File: config.mk
export PLATFORM = sky130hd
export DESIGN_NAME = cps_rom_bank
export DESIGN_NICKNAME = d
export VERILOG_FILES = /design/src/common/rom_bank_pkg.sv /design/src/common/slot_bus_if.sv /design/src/rtl/rom_slot.sv /design/src/rtl/bank_arbiter.sv /design/src/rtl/cps_rom_bank.sv
export SDC_FILE = /design/constraint.sdc
export NUM_CORES = 1
export LEC_CHECK = 0
export BUFFER_PORTS_ARGS = -buffer_cell sky130_fd_sc_hd__buf_2
export CORE_ASPECT_RATIO = 1.5
export CORE_MARGIN = 2
export CORE_UTILIZATION = 35
export CTS_CLUSTER_DIAMETER = 30
export DETAILED_ROUTE_END_ITERATION = 12
export SYNTH_ARGS = -nofsm -noshare
export SYNTH_HDL_FRONTEND = slang
export SYNTH_SLANG_ARGS = --single-unit
File: constraint.sdc
create_clock -name clk -period 4.3 [get_ports clk]
set_input_delay 0.43 -clock clk [delete_from_list [all_inputs] [get_ports clk]]
set_output_delay 0.43 -clock clk [all_outputs]
set_load 0.005 [all_outputs]
File: src/common/rom_bank_pkg.sv
// Shared constants and the bank word type for the ROM fetch layer, imported by every design file
package rom_bank_pkg;

    // Bank port widths
    localparam int BA_AW  = 22;
    localparam int BA_DW  = 16;

    // One cache line holds an even/odd pair of bank words
    localparam int LINE_W = 32;

    // Region start addresses, in bank words
    localparam logic [BA_AW-1:0] MAIN_BASE = 22'h000000;
    localparam logic [BA_AW-1:0] SND_BASE  = 22'h200000;
    localparam logic [BA_AW-1:0] GFX_BASE  = 22'h100000;

    // Client count and slot indices
    // Lower index wins arbitration
    localparam int N_SLOTS  = 3;
    localparam int GFX_IDX  = 0;
    localparam int MAIN_IDX = 1;
    localparam int SND_IDX  = 2;

    // Arbiter FSM encoding
    localparam logic [1:0] ST_IDLE = 2'd0;
    localparam logic [1:0] ST_REQ  = 2'd1;
    localparam logic [1:0] ST_DATA = 2'd2;

    // One bank word, seen as a half word or as two bytes
    // The hi byte sits at the odd byte address
    typedef union packed {
        logic [BA_DW-1:0] half;
        struct packed {
            logic [7:0] hi;
            logic [7:0] lo;
        } bytes;
    } sdram_word_u;

endpackage

File: src/common/slot_bus_if.sv
// Request and answer bundle between one ROM slot and the bank arbiter
`timescale 1ns/10ps

interface slot_bus_if;
    import rom_bank_pkg::*;

    // Slot side, held until rdy
    logic             req;
    logic [BA_AW-1:0] addr;

    // Arbiter side, only active for the granted slot
    logic             ack;
    logic             dok;
    logic             rdy;
    logic [BA_DW-1:0] data;

    modport slot (
        output req,
        output addr,
        input  ack,
        input  dok,
        input  rdy,
        input  data
    );

    modport arb (
        input  req,
        input  addr,
        output ack,
        output dok,
        output rdy,
        output data
    );

endinterface

File: src/rtl/rom_slot.sv
// ROM client slot with a one-line cache, fetching missed lines as two-word bank bursts
`timescale 1ns/10ps

module rom_slot #(
    parameter int DW = 16,
    parameter int AW = 21
) (
    input  logic                           clk,
    input  logic                           rst_n,
    input  logic                           cs,
    input  logic [AW-1:0]                  addr,
    input  logic [rom_bank_pkg::BA_AW-1:0] base,
    output logic [DW-1:0]                  data,
    output logic                           ok,
    slot_bus_if.slot                       bus
);
    import rom_bank_pkg::*;

    // Even bank word address of the line that addr falls in
    logic [BA_AW-1:0] line_ba;
    logic [DW-1:0]    sel_data;
    logic             hit;
    logic             start;

    // Cache line state
    logic             valid;
    logic [BA_AW-1:0] tag;
    sdram_word_u      line_w [2];

    // Burst word pointer
    logic             word_sel;
    logic             wsel;

    // Registered answer
    logic             ok_q;
    logic [AW-1:0]    addr_q;
    logic [DW-1:0]    data_q;

    generate
        if (DW == 32) begin : g_w32
            // addr counts 32-bit units, one per line
            assign line_ba  = base + BA_AW'({addr, 1'b0});
            assign sel_data = {line_w[1].half, line_w[0].half};
        end else if (DW == 16) begin : g_w16
            // addr[0] is byte address bit 1
            assign line_ba  = base + BA_AW'({addr[AW-1:1], 1'b0});
            assign sel_data = addr[0] ? line_w[1].half : line_w[0].half;
        end else begin : g_w8
            sdram_word_u cur_w;

            assign line_ba  = base + BA_AW'({addr[AW-1:2], 1'b0});
            assign cur_w    = addr[1] ? line_w[1] : line_w[0];
            // Odd bytes come from the upper half
            assign sel_data = addr[0] ? cur_w.bytes.hi : cur_w.bytes.lo;
        end
    endgenerate

    assign hit   = valid && (tag == line_ba);
    assign start = cs && !hit && !bus.req;

    // Request address is the tag of the line being filled
    assign bus.addr = tag;

    // Restart at the even word once the burst is accepted
    assign wsel = bus.ack ? 1'b0 : word_sel;

    always_ff @(posedge clk or negedge rst_n) begin
        if (!rst_n) begin
            bus.req  <= 1'b0;
            valid    <= 1'b0;
            word_sel <= 1'b0;
            ok_q     <= 1'b0;
        end else begin
            ok_q     <= cs && hit;
            word_sel <= wsel ^ bus.dok;
            if (start) begin
                // Old contents are being overwritten
                bus.req <= 1'b1;
                valid   <= 1'b0;
            end else if (bus.rdy) begin
                bus.req <= 1'b0;
                valid   <= 1'b1;
            end
        end
    end

    always_ff @(posedge clk) begin
        if (start) begin
            tag <= line_ba;
        end
        if (bus.dok) begin
            line_w[wsel].half <= bus.data;
        end
        addr_q <= addr;
        data_q <= sel_data;
    end

    // Drop ok as soon as the client moves away from the answered address
    assign ok   = ok_q && cs && (addr == addr_q);
    assign data = data_q;

    // Client keeps its address until the line arrives
    a_req_hold: assert property (
        @(posedge clk) disable iff (!rst_n)
        bus.req |-> $stable(addr)
    );

    // Requests always start on an even bank word
    a_req_even: assert property (
        @(posedge clk) disable iff (!rst_n)
        bus.req |-> !bus.addr[0]
    );

endmodule

File: src/rtl/bank_arbiter.sv
// Fixed-priority arbiter that gives the SDRAM bank port to one ROM slot per burst
`timescale 1ns/10ps

module bank_arbiter (
    input  logic                           clk,
    input  logic                           rst_n,
    slot_bus_if.arb                        slots [rom_bank_pkg::N_SLOTS],
    output logic [rom_bank_pkg::BA_AW-1:0] ba_addr,
    output logic                           ba_rd,
    input  logic                           ba_ack,
    input  logic                           ba_dok,
    input  logic                           ba_rdy,
    input  logic [rom_bank_pkg::BA_DW-1:0] data_read
);
    import rom_bank_pkg::*;

    logic [1:0]         state;
    logic [N_SLOTS-1:0] grant;
    logic [N_SLOTS-1:0] req_vec;
    logic [N_SLOTS-1:0] pick;
    logic [BA_AW-1:0]   slot_addr [N_SLOTS];
    logic [BA_AW-1:0]   pick_addr;

    // Gather requests, return answers only to the granted slot
    for (genvar i = 0; i < N_SLOTS; i++) begin : g_slot
        assign req_vec[i]    = slots[i].req;
        assign slot_addr[i]  = slots[i].addr;
        assign slots[i].ack  = grant[i] & ba_ack;
        assign slots[i].dok  = grant[i] & ba_dok;
        assign slots[i].rdy  = grant[i] & ba_rdy;
        assign slots[i].data = grant[i] ? data_read : '0;
    end

    // Graphics first, then main CPU, then sound CPU
    always_comb begin
        pick = '0;
        if (req_vec[GFX_IDX]) begin
            pick[GFX_IDX] = 1'b1;
        end else if (req_vec[MAIN_IDX]) begin
            pick[MAIN_IDX] = 1'b1;
        end else if (req_vec[SND_IDX]) begin
            pick[SND_IDX] = 1'b1;
        end
    end

    always_comb begin
        pick_addr = '0;
        for (int i = 0; i < N_SLOTS; i++) begin
            if (pick[i]) begin
                pick_addr = slot_addr[i];
            end
        end
    end

    always_ff @(posedge clk or negedge rst_n) begin
        if (!rst_n) begin
            state <= ST_IDLE;
            grant <= '0;
            ba_rd <= 1'b0;
        end else begin
            case (state)
                ST_IDLE: begin
                    if (|req_vec) begin
                        grant <= pick;
                        ba_rd <= 1'b1;
                        state <= ST_REQ;
                    end
                end
                ST_REQ: begin
                    // Controller took the address
                    if (ba_ack) begin
                        ba_rd <= 1'b0;
                        state <= ST_DATA;
                    end
                end
                ST_DATA: begin
                    // Second word arrives with rdy
                    if (ba_rdy) begin
                        grant <= '0;
                        state <= ST_IDLE;
                    end
                end
                default: begin
                    grant <= '0;
                    ba_rd <= 1'b0;
                    state <= ST_IDLE;
                end
            endcase
        end
    end

    always_ff @(posedge clk) begin
        if (state == ST_IDLE && |req_vec) begin
            ba_addr <= pick_addr;
        end
    end

    a_grant_onehot: assert property (
        @(posedge clk) disable iff (!rst_n)
        $onehot0(grant)
    );

    // Read request and address hold until the controller accepts them
    a_rd_hold: assert property (
        @(posedge clk) disable iff (!rst_n)
        ba_rd && !ba_ack |=> ba_rd && $stable(ba_addr)
    );

    // No data may come back without an open burst
    a_no_idle_dok: assert property (
        @(posedge clk) disable iff (!rst_n)
        state == ST_IDLE |-> !ba_dok
    );

endmodule

File: src/rtl/cps_rom_bank.sv
// ROM fetch top level, joining the main, sound and graphics clients onto one SDRAM bank port
`timescale 1ns/10ps

module cps_rom_bank (
    input  logic                           clk,
    input  logic                           rst_n,
    // Main CPU program ROM, 16-bit words
    input  logic                           main_cs,
    input  logic [21:1]                    main_addr,
    output logic [15:0]                    main_data,
    output logic                           main_ok,
    // Sound CPU ROM, bytes
    input  logic                           snd_cs,
    input  logic [18:0]                    snd_addr,
    output logic [ 7:0]                    snd_data,
    output logic                           snd_ok,
    // Graphics ROM, 32-bit words
    input  logic                           gfx_cs,
    input  logic [19:0]                    gfx_addr,
    output logic [31:0]                    gfx_data,
    output logic                           gfx_ok,
    // SDRAM bank port
    output logic [rom_bank_pkg::BA_AW-1:0] ba_addr,
    output logic                           ba_rd,
    input  logic                           ba_ack,
    input  logic                           ba_dok,
    input  logic                           ba_rdy,
    input  logic [rom_bank_pkg::BA_DW-1:0] data_read
);
    import rom_bank_pkg::*;

    slot_bus_if slot_bus [N_SLOTS] ();

    rom_slot #(.DW(32), .AW(20)) u_gfx_slot (
        .clk        ( clk                  ),
        .rst_n      ( rst_n                ),
        .cs         ( gfx_cs               ),
        .addr       ( gfx_addr             ),
        .base       ( GFX_BASE             ),
        .data       ( gfx_data             ),
        .ok         ( gfx_ok               ),
        .bus        ( slot_bus[GFX_IDX]    )
    );

    rom_slot #(.DW(16), .AW(21)) u_main_slot (
        .clk        ( clk                  ),
        .rst_n      ( rst_n                ),
        .cs         ( main_cs              ),
        .addr       ( main_addr            ),
        .base       ( MAIN_BASE            ),
        .data       ( main_data            ),
        .ok         ( main_ok              ),
        .bus        ( slot_bus[MAIN_IDX]   )
    );

    rom_slot #(.DW(8), .AW(19)) u_snd_slot (
        .clk        ( clk                  ),
        .rst_n      ( rst_n                ),
        .cs         ( snd_cs               ),
        .addr       ( snd_addr             ),
        .base       ( SND_BASE             ),
        .data       ( snd_data             ),
        .ok         ( snd_ok               ),
        .bus        ( slot_bus[SND_IDX]    )
    );

    bank_arbiter u_arbiter (
        .clk        ( clk                  ),
        .rst_n      ( rst_n                ),
        .slots      ( slot_bus             ),
        .ba_addr    ( ba_addr              ),
        .ba_rd      ( ba_rd                ),
        .ba_ack     ( ba_ack               ),
        .ba_dok     ( ba_dok               ),
        .ba_rdy     ( ba_rdy               ),
        .data_read  ( data_read            )
    );

endmodule

# After elaboration in Yosys (flattened, before gate mapping)
# Memory sizes are Yosys's and may differ from the RTL's. A register that Yosys moved wholly into a read port is not among the register bits.
# Index checks and enable logic that the tools add are counted.
# Widths: inputs -> output; s select.
[word_totals] reg_bits=188 ram_bits=96 latchBits=0 output_inout_bits=82 memories=3 rom_bits=0
[op_classes] n_addsub=2 bitwise=14 n_div=0 order_cmp=0 mux=45 shifts=0 reduce_logical=33 mul=0 n_eq_ne=11
[memory_table] name="u_gfx_slot.line_w" words=2 word_bits=16 rd=2 rd_clocked_by_memory_dff=2 wr=1 line="rom_slot.sv:28" rtl="sdram_word_u line_w [2];"
[memory_table] name="u_main_slot.line_w" words=2 word_bits=16 rd=2 rd_clocked_by_memory_dff=0 wr=1 line="rom_slot.sv:28"
[memory_table] name="u_snd_slot.line_w" words=2 word_bits=16 rd=2 rd_clocked_by_memory_dff=0 wr=1 line="rom_slot.sv:28"
[ops] op="$mux 16" count=5
[ops] op="$mux 22" count=3
[ops] op="$eq 22x22->1" count=2
[ops] op="$eq 20x20->1" count=2
[ops] op="$mux 1" count=27
[ops] op="$add 21x21->22 const A" count=1
[ops] op="$add 22x18->22 const A" count=1
[ops] op="$eq 21x21->1" count=1
[ops] op="$eq 19x19->1" count=1
[ops] op="$logic_and 1x1->1" count=19
[ops] op="$and 1x1->1" count=9
[ops] op="$pmux 3 s3" count=1
[ops] op="$reduce_and 3->1" count=3
[ops] op="$mux 2" count=4
[ops] op="$mux 8" count=1
[ops] op="$logic_not 1->1" count=6
[ops] op="$mux 3" count=2
[ops] op="$pmux 2 s3" count=1
[ops] op="$reduce_bool 2->1" count=3
[ops] op="$ne 2x2->1 const B" count=2
[ops] op="$pmux 1 s3" count=1
[ops] op="$reduce_or 3->1" count=1
[ops] op="$xor 1x1->1" count=3
[ops] op="$eq 2x1->1 const B" count=1
[ops] op="other kinds (4)" count=5

# Longest topological paths before layout
[depth] ltp_word=7 ltp_mapped=5 mapped_depth_nobuf=4

# Modules after synthesis
# Synthesis repeated with hierarchy kept, for this count alone.
[hier_totals] hier_cells=1352 area_unflattened_um2=15982.8
[modules_own_cells] mod="rom_slot (u_main_slot)" area_per_inst_um2=4978.5 instances=1 seq_area_each_um2=2462.4 cells_per_inst=414
[modules_own_cells] mod="rom_slot (u_gfx_slot)" area_per_inst_um2=4748.3 instances=1 seq_area_each_um2=2762.6 cells_per_inst=372
[modules_own_cells] mod="rom_slot (u_snd_slot)" area_per_inst_um2=4500.6 instances=1 seq_area_each_um2=2262.2 cells_per_inst=376
[modules_own_cells] mod="bank_arbiter" area_per_inst_um2=1747.9 instances=1 seq_area_each_um2=810.8 cells_per_inst=188
[modules_own_cells] mod="cps_rom_bank" area_per_inst_um2=7.5 instances=1 seq_area_each_um2=0.0 cells_per_inst=2

# Worst setup path after synthesis
# OpenSTA, ideal clock, no wires.
[synth_path] path_kind="reg2reg" startpoint="register u_gfx_slot.bus.req" endpoint="register u_arbiter.ba_addr[10] (netlist name) (enable)" stages_incl_launch_ff=4 path_buffers=1 setup_ns=0.425 arrival_ns=2.124 setup_slack_ns=1.751 synth_period_minus_slack_ns=2.549 path_cell_list="dfrtp_1 > clkbuf_1 > nor3_1 > nor3_1"
[synth_between] elab_chain_len=2
[synth_rtl] element="start, declared" line="slot_bus_if.sv:18" rtl="output req,"
[synth_rtl] element="start signal, assigned" line="rom_slot.sv:69" rtl="bus.req <= 1'b0;"
[synth_rtl] element="start signal, assigned" line="rom_slot.sv:78" rtl="bus.req <= 1'b1;"
[synth_rtl] element="start signal, assigned" line="rom_slot.sv:81" rtl="bus.req <= 1'b0;"
[synth_rtl] element="$reduce_or 3->1" line="bank_arbiter.sv:93" rtl="if (state == ST_IDLE && |req_vec) begin"
[synth_rtl] element="$logic_and 1x1->1" line="bank_arbiter.sv:93"
[synth_rtl] element="end signal, assigned" line="bank_arbiter.sv:94" rtl="ba_addr <= pick_addr;"
[synth_rtl] element="end, declared" line="bank_arbiter.sv:8" rtl="output logic [rom_bank_pkg::BA_AW-1:0] ba_addr,"
# No other way between the ends.
# A chain may end at the register's enable or synchronous reset.

# Final worst setup path
[layout_path] startpoint="register u_gfx_slot.tag[19] (netlist: u_gfx_slot.bus.addr[19])" endpoint="register u_gfx_slot.tag[12] (netlist: u_gfx_slot.bus.addr[12]) (enable)"
[layout_between] elab_chain_len=5
[layout_rtl] element="start, declared" line="rom_slot.sv:27" rtl="logic [BA_AW-1:0] tag;"
[layout_rtl] element="start signal, assigned" line="rom_slot.sv:89" rtl="tag <= line_ba;"
[layout_rtl] element="$eq 22x22->1" line="rom_slot.sv:58" rtl="assign hit = valid && (tag == line_ba);"
[layout_rtl] element="$logic_and 1x1->1" line="rom_slot.sv:58"
[layout_rtl] element="$logic_not 1->1" line="rom_slot.sv:59" rtl="assign start = cs && !hit && !bus.req;"
[layout_rtl] element="$logic_and 1x1->1 (2 in series)" line="rom_slot.sv:59"
[layout_rtl] element="net u_gfx_slot.start" line="rom_slot.sv:23" rtl="logic start;"
# The timed path passes the listed nets, and every way through them passes these cells.

==> impl_results.md <==
* Buffers on Ports at 164
* PD cells at 655 nW/um^2
* Sink Count at 309
* Avg WL per Cell at 19.1 um
* First-pass GRT wire length at 38300 um
* Area grow syn2layout at 28.0%
* Total CTS buffers at 49
* DRC at 0
* GP Congestion at 0.804
* Main synth FF type: edfxtp_1
* Setup Total Neg Slack at 0 ps
* Die width at 148 um
* Async SR Flop Fraction at 0.0583
* Multi-input logic area at 2780 sq um
* # fillers at 2801
* Final Skew at 16.2 ps
* Core area at 30800 sq um
* Sequential cell area at 8030 sq um
* Initial antenna violation count at 0
* RSZ-0062 raised after global routing: false
* Most frequent cell after synthesis: edfxtp_1
* Yosys synthesis warning count at 0
* Unique masters post-synth at 44
* DRT iter0 DRCs at 293
* Ports at 166
* Std-Cell Rows at 79
* CTS tree: built
* Min-delay src: gfx_addr[7]
* RR Startpoint: u_gfx_slot.bus.addr[19]
* Critical Path Max Stage Delay at 590 ps
* CP Capture Type: register
* Fin crit period at 2690 ps
* Initial Utilization at 0.354
* Pins Over Slew Limit at 0
* Pin count of the biggest net entering global routing at 45
* Status: finished, final reports clean
* Post-cts resize count at 0
* Worst Path Arrival at 2840 ps
* Maximum VDD drop at 0.000417 V
* Clock root buffer: clkbuf_16
* CTS max path bufs at 3
* Leakage at 0.00536 uW
* Nets@finish at 992
* GRT Total Usage at 0.158
* Fin crit share at 0.626
* Synth Cell Area at 10900 sq um
* Max Cap Viol at 0
* DP Wirelength at 18600 um
* Synth area leaders: edfxtp_1, dfxtp_1, xnor2_1, dfrtp_1, xor2_1
* Layout cells sized above 1 at 0.303
* Count of state elements after synthesis at 309
* Synthesized instance count at 703
* Avg Inst Size Synth at 15.5 sq um
* Die Ht at 220 um
* Syn nets at 793
* Final wirelength at 25700 um
* # Post-CTS Setup Buffers at 0
* Top cell type by total area after synthesis: edfxtp_1
* Die area at 32600 sq um
* H-tree depth at 2
* Grt ovf at 0
* Most common cell on crit path: or4_1
* Final Hold Vio Count at 0
* Slew HR at 0.137
* CP Cell Sequence: xor2_1 > or4_1 > or4_1 > o31a_1
* Fmax at 0.371 GHz
* Number of synthesized flops with an enable pin at 175
* Fin Hold WS at 40.3 ps
* Setup crit start: u_gfx_slot.bus.addr[19]
* Slew at the pin with the worst max-slew slack at 1290 ps
* Clock Latency Late Sink at 550 ps
* Post-synth top cells: edfxtp_1, dfxtp_1, xnor2_1
* Setup violations, final at 0
* Worst path required time at 4450 ps
* # hold bufs at CTS at 1
* DR vias/cell at 4.67
* Clock-pin slew of the registers on the worst-case setup and hold paths at 60 ps
* Critical path launch point type: register
* Hold WC Path Type: in2reg
* Diode count at 0
* Slowest CP cell: o31a_1
* Setup Crit Path Kind: reg2reg
* Vias in the first global route at 6442
* Via Count at 6300
* Yosys top cell area share at 0.481
* Sequential-to-total area share from yosys stat at 0.735
* Final antenna-violating net count at 0
* Power Total at 9150 uW
* DRT Pass-1 Iters at 4
* CP max FO at 21
flip-flops by register name, indices dropped and copies added (netlist names), 20 cells and up:
signal and flops:
u_main_slot.line_w 32, u_gfx_slot.bus.addr 21, u_main_slot.bus.addr 20, u_gfx_slot.line_w 32, u_snd_slot.line_w 32, u_arbiter.ba_addr 21, u_main_slot.addr_q 21, u_gfx_slot.addr_q 20
gfx_data 32
worst paths after layout:
check / endpoint / slack, ps / depth (start not counted)
min in group asynchronous: u_main_slot.bus.req / 390 / 2
max in group asynchronous: u_snd_slot.bus.req / 3550 / 2
hold / removal: u_gfx_slot.addr_q[7] / 40 / 1
setup / recovery: u_gfx_slot.bus.addr[12] / 1610 / 4
setup reg to reg: u_gfx_slot.bus.addr[12] / 1610 / 4
hold reg to reg: gfx_data[17] / 340 / 0
where the power goes:
group | switching [uW] | leakage, uW | internal, uW
clock | 1530 | 0.000849 | 2470
sequential | 273 | 0.00284 | 3690
combinational | 697 | 0.00167 | 485
layer usage:
layer  routed length, um  GRT usage  vias up
met5                   0          0        -
met4                 742     0.0613        0
met3                1560     0.0414       50
met2               14000      0.303      228
met1                9430      0.163     3052
li1                    -          -     2970
stage by stage:
stage	utilization	instances	cell area [sq um]	setup slack (ps)
floorplan	-	703	10900	1750
finish	0.453	1348	14000	1610
detailed placement	0.396	1255	12200	1500
global placement	0.396	1255	12200	1530
global route	0.453	1348	14000	1480
CTS	0.453	1348	14000	1590
cell families (layout without fill, tap and decap cells):
logic type	count (synthesis)	in the layout	share of synthesized area
AOI/OAI and AO/OA	61	61	0.0390
xor gates and xnor gates	116	116	0.0931
adders and majority gates	6	6	0.00688
buffers and inverters	30	270	0.0107
DFF	309	309	0.735
muxes	25	25	0.0340
other	1	1	0.000344
and+or+nand+nor	155	155	0.0807
area by class of cell:
cell class	instances	share of cell area
multi-input combinational	364	0.199
clock buffer	57	0.0974
clock inverter	35	0.0280
sequential	309	0.575
inverter	8	0.00215
timing repair buffer	170	0.0622
tap	405	0.0363
critical path: cells and delay by family (launching register included):
family | cells | cell delay [ps]
simple gates | 2 | 1090
xor+xnor | 1 | 200
flops | 1 | 410
compound gates | 1 | 590
cells in the final DEF (no fill, tap or decap), drive strengths merged, types with 3 or more instances in the layout:
master	instances
edfxtp	175
buf	169
dfxtp	116
xnor2	74
clkbuf	57
and2	51
xor2	42
nand2	33
clkinv	20
o21ai	19
nand4	18
dfrtp	18
inv	18
a22oi	17
mux2	17
nor4	13
nor3	9
mux4	8
nor2b	6
nor2	6
ha	6
a22o	6
or4	4
nand2b	4
a21oi	4
o2111ai	3
a211o	3
clkinvlp	3
Note: power is estimated with default switching activity, not from simulation.
